File: src/design/cpuPkg.sv
`default_nettype none

package cpuPkg;

    typedef logic [15:0] wordT;
    typedef logic [1:0]  regIdxT;

    // opcode field, bits 15..12
    typedef enum logic [3:0] {
        opBne   = 4'd0,
        opBeq   = 4'd1,
        opBgz   = 4'd2,
        opBlz   = 4'd3,
        opAdi   = 4'd4,
        opOri   = 4'd5,
        opLhi   = 4'd6,
        opLwd   = 4'd7,
        opSwd   = 4'd8,
        opJmp   = 4'd9,
        opJal   = 4'd10,
        opRType = 4'd15
    } opcodeT;

    // function field of R-type words, bits 5..0
    typedef enum logic [5:0] {
        funcAdd = 6'd0,
        funcSub = 6'd1,
        funcAnd = 6'd2,
        funcOrr = 6'd3,
        funcNot = 6'd4,
        funcTcp = 6'd5,
        funcShl = 6'd6,
        funcShr = 6'd7,
        funcJpr = 6'd25,
        funcJrl = 6'd26,
        funcWwd = 6'd28,
        funcHlt = 6'd29
    } funcT;

    // first eight codes line up with funcAdd..funcShr
    typedef enum logic [3:0] {
        aluAdd = 4'd0,
        aluSub = 4'd1,
        aluAnd = 4'd2,
        aluOr  = 4'd3,
        aluNot = 4'd4,
        aluTcp = 4'd5,
        aluShl = 4'd6,
        aluShr = 4'd7,
        aluLhi = 4'd8
    } aluOpT;

    typedef enum logic [2:0] {
        brNone = 3'd0,
        brNe   = 3'd1,
        brEq   = 3'd2,
        brGz   = 3'd3,
        brLz   = 3'd4
    } branchT;

    typedef struct packed {
        logic   regWrite;
        logic   aluSrcImm;   // operand B from imm instead of rt
        logic   memRead;
        logic   memWrite;
        logic   memToReg;
        logic   linkWrite;   // PC+1 goes to r2
        logic   jumpAbs;
        logic   jumpReg;
        logic   isWwd;
        logic   isHalt;
        aluOpT  aluOp;
        branchT branchType;
    } ctrlT;

    typedef struct packed {
        regIdxT rs;
        regIdxT rt;
        regIdxT rd;   // resolved destination
    } fieldsT;

endpackage

`default_nettype wire
File: src/design/cpuCore.sv
`timescale 1ns/1ps
`default_nettype none

module cpuCore import cpuPkg::*; (
    input  logic clk,
    input  logic rstN,
    // instruction port
    output logic readM1,
    output wordT address1,
    input  wordT data1,
    // data port
    output logic readM2,
    output logic writeM2,
    output wordT address2,
    output wordT writeData2,
    input  wordT data2,
    // status
    output wordT numInst,
    output wordT outputPort,
    output logic isHalted
);

    wordT   pc;
    wordT   pcPlus1;
    wordT   nextPc;
    ctrlT   ctrl;
    fieldsT fields;
    wordT   imm;
    wordT   rsData;
    wordT   rtData;
    wordT   aluB;
    wordT   aluResult;
    logic   branchTaken;
    wordT   writeBack;
    logic   running;

    assign running = rstN && !isHalted;

    controlUnit decoder (
        .instr  (data1),
        .ctrl   (ctrl),
        .fields (fields),
        .imm    (imm)
    );

    regFile regs (
        .clk       (clk),
        .rstN      (rstN),
        .rs        (fields.rs),
        .rt        (fields.rt),
        .rd        (fields.rd),
        .writeData (writeBack),
        .writeEn   (ctrl.regWrite && !isHalted),
        .readData1 (rsData),
        .readData2 (rtData)
    );

    assign aluB = ctrl.aluSrcImm ? imm : rtData;

    alu execUnit (
        .operandA    (rsData),
        .operandB    (aluB),
        .aluOp       (ctrl.aluOp),
        .branchType  (ctrl.branchType),
        .result      (aluResult),
        .branchTaken (branchTaken)
    );

    // fetch
    assign readM1   = running;
    assign address1 = pc;
    assign pcPlus1  = pc + 16'd1;

    // data memory, address from the alu
    assign readM2     = running && ctrl.memRead;
    assign writeM2    = running && ctrl.memWrite;
    assign address2   = aluResult;
    assign writeData2 = rtData;

    always_comb begin
        if (ctrl.linkWrite) begin
            writeBack = pcPlus1;   // JAL / JRL return address
        end else if (ctrl.memToReg) begin
            writeBack = data2;
        end else begin
            writeBack = aluResult;
        end
    end

    always_comb begin
        if (ctrl.isHalt) begin
            nextPc = pc;
        end else if (ctrl.jumpReg) begin
            nextPc = rsData;
        end else if (ctrl.jumpAbs) begin
            nextPc = {pc[15:12], data1[11:0]};
        end else if (branchTaken) begin
            nextPc = pcPlus1 + imm;
        end else begin
            nextPc = pcPlus1;
        end
    end

    // one instruction retires per edge until HLT
    always_ff @(posedge clk or negedge rstN) begin
        if (!rstN) begin
            pc         <= '0;
            numInst    <= '0;
            outputPort <= '0;
            isHalted   <= 1'b0;
        end else if (!isHalted) begin
            pc      <= nextPc;
            numInst <= numInst + 16'd1;   // HLT counts too
            if (ctrl.isWwd) begin
                outputPort <= rsData;
            end
            if (ctrl.isHalt) begin
                isHalted <= 1'b1;
            end
        end
    end

    noReadWriteClash: assert property (@(posedge clk) disable iff (!rstN)
        !(readM2 && writeM2))
        else $error("cpuCore: readM2 and writeM2 both high at %0t", $time);

    pcFrozenWhenHalted: assert property (@(posedge clk) disable iff (!rstN)
        isHalted |=> $stable(pc))
        else $error("cpuCore: pc moved while halted at %0t", $time);

endmodule

`default_nettype wire

File: src/design/alu.sv
`timescale 1ns/1ps
`default_nettype none

module alu import cpuPkg::*; (
    input  wordT   operandA,
    input  wordT   operandB,
    input  aluOpT  aluOp,
    input  branchT branchType,
    output wordT   result,
    output logic   branchTaken
);

    logic signed [15:0] signedA;

    assign signedA = operandA;

    always_comb begin
        case (aluOp)
            aluAdd:  result = operandA + operandB;
            aluSub:  result = operandA - operandB;
            aluAnd:  result = operandA & operandB;
            aluOr:   result = operandA | operandB;
            aluNot:  result = ~operandA;
            aluTcp:  result = ~operandA + 16'd1;
            aluShl:  result = {operandA[14:0], 1'b0};
            aluShr:  result = {operandA[15], operandA[15:1]};   // arithmetic, keeps sign
            aluLhi:  result = {operandB[7:0], 8'h00};
            default: result = '0;
        endcase
    end

    // branch conditions compare rs with rt, or rs with zero
    always_comb begin
        case (branchType)
            brNe:    branchTaken = (operandA != operandB);
            brEq:    branchTaken = (operandA == operandB);
            brGz:    branchTaken = (signedA > 0);
            brLz:    branchTaken = (signedA < 0);
            default: branchTaken = 1'b0;
        endcase
    end

endmodule

`default_nettype wire

File: src/design/regFile.sv
`timescale 1ns/1ps
`default_nettype none

module regFile import cpuPkg::*; (
    input  logic   clk,
    input  logic   rstN,
    input  regIdxT rs,
    input  regIdxT rt,
    input  regIdxT rd,
    input  wordT   writeData,
    input  logic   writeEn,
    output wordT   readData1,
    output wordT   readData2
);

    wordT regs [4];

    // read ports see the old value during a write cycle
    assign readData1 = regs[rs];
    assign readData2 = regs[rt];

    always_ff @(posedge clk or negedge rstN) begin
        if (!rstN) begin
            for (int i = 0; i < 4; i++) begin
                regs[i] <= '0;
            end
        end else if (writeEn) begin
            regs[rd] <= writeData;
        end
    end

    // a stray X here would corrupt a register silently
    writeEnKnown: assert property (@(posedge clk) disable iff (!rstN)
        !$isunknown(writeEn))
        else $error("regFile: writeEn unknown at %0t", $time);

endmodule

`default_nettype wire

File: src/design/controlUnit.sv
`timescale 1ns/1ps
`default_nettype none

module controlUnit import cpuPkg::*; (
    input  wordT   instr,
    output ctrlT   ctrl,
    output fieldsT fields,
    output wordT   imm
);

    opcodeT opcode;
    funcT   func;
    regIdxT dest;

    assign opcode = opcodeT'(instr[15:12]);
    assign func   = funcT'(instr[5:0]);

    assign fields.rs = instr[11:10];
    assign fields.rt = instr[9:8];
    assign fields.rd = dest;

    // immediate forms
    always_comb begin
        case (opcode)
            opOri, opLhi: imm = {8'h00, instr[7:0]};          // zero-extended / raw byte
            default:      imm = {{8{instr[7]}}, instr[7:0]};  // sign-extended
        endcase
    end

    always_comb begin
        ctrl            = '0;
        ctrl.aluOp      = aluAdd;
        ctrl.branchType = brNone;
        dest            = instr[9:8];   // rt for immediates and loads
        case (opcode)
            opBne: ctrl.branchType = brNe;
            opBeq: ctrl.branchType = brEq;
            opBgz: ctrl.branchType = brGz;
            opBlz: ctrl.branchType = brLz;
            opAdi: begin
                ctrl.regWrite  = 1'b1;
                ctrl.aluSrcImm = 1'b1;
            end
            opOri: begin
                ctrl.regWrite  = 1'b1;
                ctrl.aluSrcImm = 1'b1;
                ctrl.aluOp     = aluOr;
            end
            opLhi: begin
                ctrl.regWrite  = 1'b1;
                ctrl.aluSrcImm = 1'b1;
                ctrl.aluOp     = aluLhi;
            end
            opLwd: begin
                ctrl.regWrite  = 1'b1;
                ctrl.aluSrcImm = 1'b1;   // address is rs + imm
                ctrl.memRead   = 1'b1;
                ctrl.memToReg  = 1'b1;
            end
            opSwd: begin
                ctrl.aluSrcImm = 1'b1;
                ctrl.memWrite  = 1'b1;
            end
            opJmp: ctrl.jumpAbs = 1'b1;
            opJal: begin
                ctrl.jumpAbs   = 1'b1;
                ctrl.linkWrite = 1'b1;
                ctrl.regWrite  = 1'b1;
                dest           = 2'd2;
            end
            opRType: begin
                dest = instr[7:6];
                case (func)
                    funcAdd, funcSub, funcAnd, funcOrr,
                    funcNot, funcTcp, funcShl, funcShr: begin
                        ctrl.regWrite = 1'b1;
                        ctrl.aluOp    = aluOpT'({1'b0, instr[2:0]});
                    end
                    funcJpr: ctrl.jumpReg = 1'b1;
                    funcJrl: begin
                        ctrl.jumpReg   = 1'b1;
                        ctrl.linkWrite = 1'b1;
                        ctrl.regWrite  = 1'b1;
                        dest           = 2'd2;
                    end
                    funcWwd: ctrl.isWwd  = 1'b1;
                    funcHlt: ctrl.isHalt = 1'b1;
                    default: ;   // unknown func, no-op
                endcase
            end
            default: ;   // unknown opcode, no-op
        endcase
    end

endmodule

`default_nettype wire

File: config.mk
export PLATFORM = sky130hd
export DESIGN_NAME = cpuCore
export DESIGN_NICKNAME = d
export VERILOG_FILES = /design/src/design/cpuPkg.sv /design/src/design/cpuCore.sv /design/src/design/alu.sv /design/src/design/regFile.sv /design/src/design/controlUnit.sv
export SDC_FILE = /design/constraint.sdc
export NUM_CORES = 1
export LEC_CHECK = 0
export BUFFER_PORTS_ARGS = -buffer_cell sky130_fd_sc_hd__buf_2
export CAP_MARGIN = 30
export CORE_UTILIZATION = 30
export DETAILED_ROUTE_END_ITERATION = 8
export PLACE_DENSITY = 0.45
export SYNTH_ARGS = -nofsm -noshare
export SYNTH_HDL_FRONTEND = slang
export SYNTH_SLANG_ARGS = --single-unit
File: constraint.sdc
create_clock -name clk -period 7.7 [get_ports clk]
set_input_delay 1.155 -clock clk [delete_from_list [all_inputs] [get_ports clk]]
set_output_delay 1.155 -clock clk [all_outputs]
set_load 0.05 [all_outputs]
==> impl_metrics.tcl <==
set metrics [dict create \
    run_status "finished, final reports clean" \
    seq_area_frac_synth_pct 27.8 \
    cts-resized-gates 0 \
    top_level_ports 118 \
    critPathBufInv 5 \
    synth_edf_count 0 \
    finClkSkew_ns 0.0173 \
    vdd_ir_drop_max_mv 0.284 \
    drive_gt1_share_pct 24.8 \
    wire_length_of_the_first_global_routing_pass_um 60700 \
    maxSlewViolCount 0 \
    relSlewSlack_pct 37.9 \
    post-cts-setup-buffer-count 0 \
    power.internal_w 0.00262 \
    dp_hpwl_um 30600 \
    path_cells "buf_2 -> nor2b_1 -> nor2_1 -> buf_4 -> nor2_1 -> a21o_1 -> inv_1 -> ha_1 -> and3_1 -> o41ai_1 -> a21oi_1 -> a31oi_1 -> xnor2_1 -> a221oi_1 -> inv_1 -> buf_2" \
    hold-path-cell-count 1 \
    required_ns 6.55 \
    flow.area_growth_from_synthesis_pct 15.9 \
    tightest_slew_ns 0.932 \
    cp.arrival_ns 5.65 \
    cts_made_buffers 17 \
    routed_wire_length_per_instance_um 24.7 \
    rsz0062_at_grt "no" \
    drt_wl_total_um 40900 \
    fmax_mhz 147 \
    timing.reg2reg.setup_slack_ns 3.15 \
    initial_core_util_pct 30.4 \
    ys_top_cells_by_count "113 x sky130_fd_sc_hd__dfrtp_1, 95 x sky130_fd_sc_hd__nand2_1, 66 x sky130_fd_sc_hd__o21ai_0" \
    slowest_delay_ns 0.71 \
    remaining_drc_errors 0 \
    top_ff_cell_synth "sky130_fd_sc_hd__dfrtp_1" \
    switching_power_w 0.00343 \
    pwr-share-comb_pct 69.4 \
    drt-pass1-iter-count 8 \
    synth_cell_types 90 \
    reg2reg_depth 12 \
    critPathMaxFanout 18 \
    dr_total_vias 9621 \
    synth_async_sr_flop_share_pct 100 \
    power.share.switching_pct 56.7 \
    yosysTopAreaCell "sky130_fd_sc_hd__dfrtp_1" \
    clock_insertion_delay_worst_skew_ns 0.43 \
    p_clk_share_pct 13.0 \
    critPathKind "in -> out" \
    cellLeakagePower_nw 5.07 \
    die_height_um 186 \
    clk_pin_slew_ns 0.05 \
    min-delay-path-class "reg -> reg" \
    critical_path.top_delay_family "compound AO/OA/AOI/OAI gates" \
    min-delay-start "numInst[15]$_DFFE_PN0N_" \
    num_antenna_cells 0 \
    die_width_um 186 \
    startpoint_type_of_the_worst_setup_path "input pin" \
    grt_max_degree 69 \
    synth_nets 1215 \
    fin_tns_setup_ns 0 \
    synth-seq-cells 113 \
    worstReg2RegStart "regs.regs[0]$_DFFE_PN0P_" \
    synth_top_area_share_pct 27.8 \
    global_route.usage.total_pct 24.1 \
    final_design_area_no_fill_mm2 0.0118 \
    timing.final.setup_violations 0 \
    worstReg2RegEnd "regs.regs[44]$_DFFE_PN0P_" \
    routed_via_density 5.81 \
    cts_tree "done" \
    core_mm2 0.0334 \
    yosysMostFrequentCell "sky130_fd_sc_hd__dfrtp_1" \
    hold-path-endpoint "numInst[15]$_DFFE_PN0N_" \
    antenna_violations_before_repair 1 \
    drt_first_iter_violations 907 \
    clock_tree.root_cell "sky130_fd_sc_hd__clkbuf_16" \
    cts-root-to-sink-buffers 2 \
    synth.yosys.warnings 0 \
    post-route-min-period_ns 6.80 \
    pwr_density_cell_mw_per_mm2 514 \
    clkSinkCount 113 \
    number_of_port_buffers 117 \
    die_area_mm2 0.0346 \
    power.share.sequential_pct 17.6 \
    grt-ovfl-total 0 \
    synth_cells 1119 \
    timing.final.crit_share_pct 88.3 \
    max-cap-violations 0 \
    placed_cell_area_mm2 0.0112 \
    vias_in_the_first_global_route 9276 \
    globalplace.congestion 0.901 \
    synth_area_leaders "sky130_fd_sc_hd__dfrtp_1 28%, sky130_fd_sc_hd__ha_1 7.3%, sky130_fd_sc_hd__mux4_2 7.1%" \
    placement_rows 67 \
    critPathCaptureType "primary output" \
    cts_max_level 4 \
    critical_path.slowest_cell "sky130_fd_sc_hd__a221oi_1" \
    ctsHoldBuffers 0 \
    final_nets 1291 \
    ant_nets 0 \
    netlist_area_mm2 0.0102 \
    syn_area_per_cell_um2 9.08 \
    report.final.hold_viol_count 0 \
]
## cell families (layout without fill, tap and decap cells)
group	Yosys count	count (layout)	share of synthesized area, %
AO/OA/AOI/OAI	303	303	21.2
XOR/XNOR	65	65	5.61
adder cells (fa/ha/maj)	62	62	7.86
buffers and inverters	138	227	5.43
flip-flops	113	113	27.8
multiplexers	98	98	14.3
AND/OR/NAND/NOR	340	340	17.7
## worst max-delay path by stage
stage / end / slack, ns / depth (start not counted) / startpoint
3_3_place_gp: address2[12] / 1.02 / 16 / data1[14]
5_1_grt: address2[12] / 0.67 / 16 / data1[14]
6_report: address2[12] / 0.90 / 16 / data1[14]
3_5_place_dp: address2[12] / 1.02 / 16 / data1[14]
4_1_cts: address2[12] / 1.0 / 16 / data1[14]
2_1_floorplan: address2[15] / 1.00 / 14 / data1[8]
## power groups by stage
stage / clock [W] / sequential [W] / combinational [W]
floorplan: 0 / 0.00120 / 0.00281
global placement: 0 / 0.00107 / 0.00418
detailed placement: 0 / 0.00107 / 0.00413
CTS: 0.000806 / 0.00106 / 0.00416
global route: 0.000833 / 0.00110 / 0.00448
finish: 0.000785 / 0.00107 / 0.00420
## routing by layer
layer	up-vias	global-route usage, %	part of all wire (%)
met5	-	0	0
met4	0	7.61	2.7
met3	62	4.30	6.5
met2	351	40.3	48
met1	4853	31.3	42
li1	4355	-	-
## sequential cells by signal (all words and copies together), names as in the netlist
signal and flops:
regs.regs 64, numInst 16, outputPort 16, address1 16
isHalted 1
## placed cells by master, fill, tap and decap left out, types with 16 or more instances in the layout
cell	instances
sky130_fd_sc_hd__a21o_1	20
sky130_fd_sc_hd__a21oi_1	44
sky130_fd_sc_hd__and3_1	16
sky130_fd_sc_hd__buf_2	116
sky130_fd_sc_hd__buf_4	20
sky130_fd_sc_hd__clkbuf_16	17
sky130_fd_sc_hd__dfrtp_1	113
sky130_fd_sc_hd__ha_1	59
sky130_fd_sc_hd__inv_1	55
sky130_fd_sc_hd__mux2_2	57
sky130_fd_sc_hd__mux4_2	32
sky130_fd_sc_hd__nand2_1	95
sky130_fd_sc_hd__nand3_1	32
sky130_fd_sc_hd__nor2_1	58
sky130_fd_sc_hd__nor3_1	23
sky130_fd_sc_hd__o21ai_0	66
sky130_fd_sc_hd__xnor2_1	45
sky130_fd_sc_hd__xor2_1	20
## layout make-up
cell class                      instances  area [um2]
Fill cell                            3499       21700
Multi-Input combinational cell        868        6830
Sequential cell                       113        2830
Timing Repair Buffer                  138         769
Tap cell                              448         561
Clock buffer                           19         443
Inverter                               57         214
Clock inverter                         13         126
## metrics by stage
stage	hold slack (ns)	instances	setup slack, ns	utilization, %	total power [W]
2_1_floorplan	0.460	1119	1.00	-	0.00401
3_3_place_gp	0.461	1622	1.02	33.4	0.00524
3_5_place_dp	0.468	1623	1.02	33.4	0.00520
4_1_cts	0.476	1655	0.999	35.1	0.00602
5_1_grt	0.503	1656	0.671	35.2	0.00641
6_report	0.476	1656	0.899	35.2	0.00605
No activity file was read; power rests on OpenSTA's default activity.
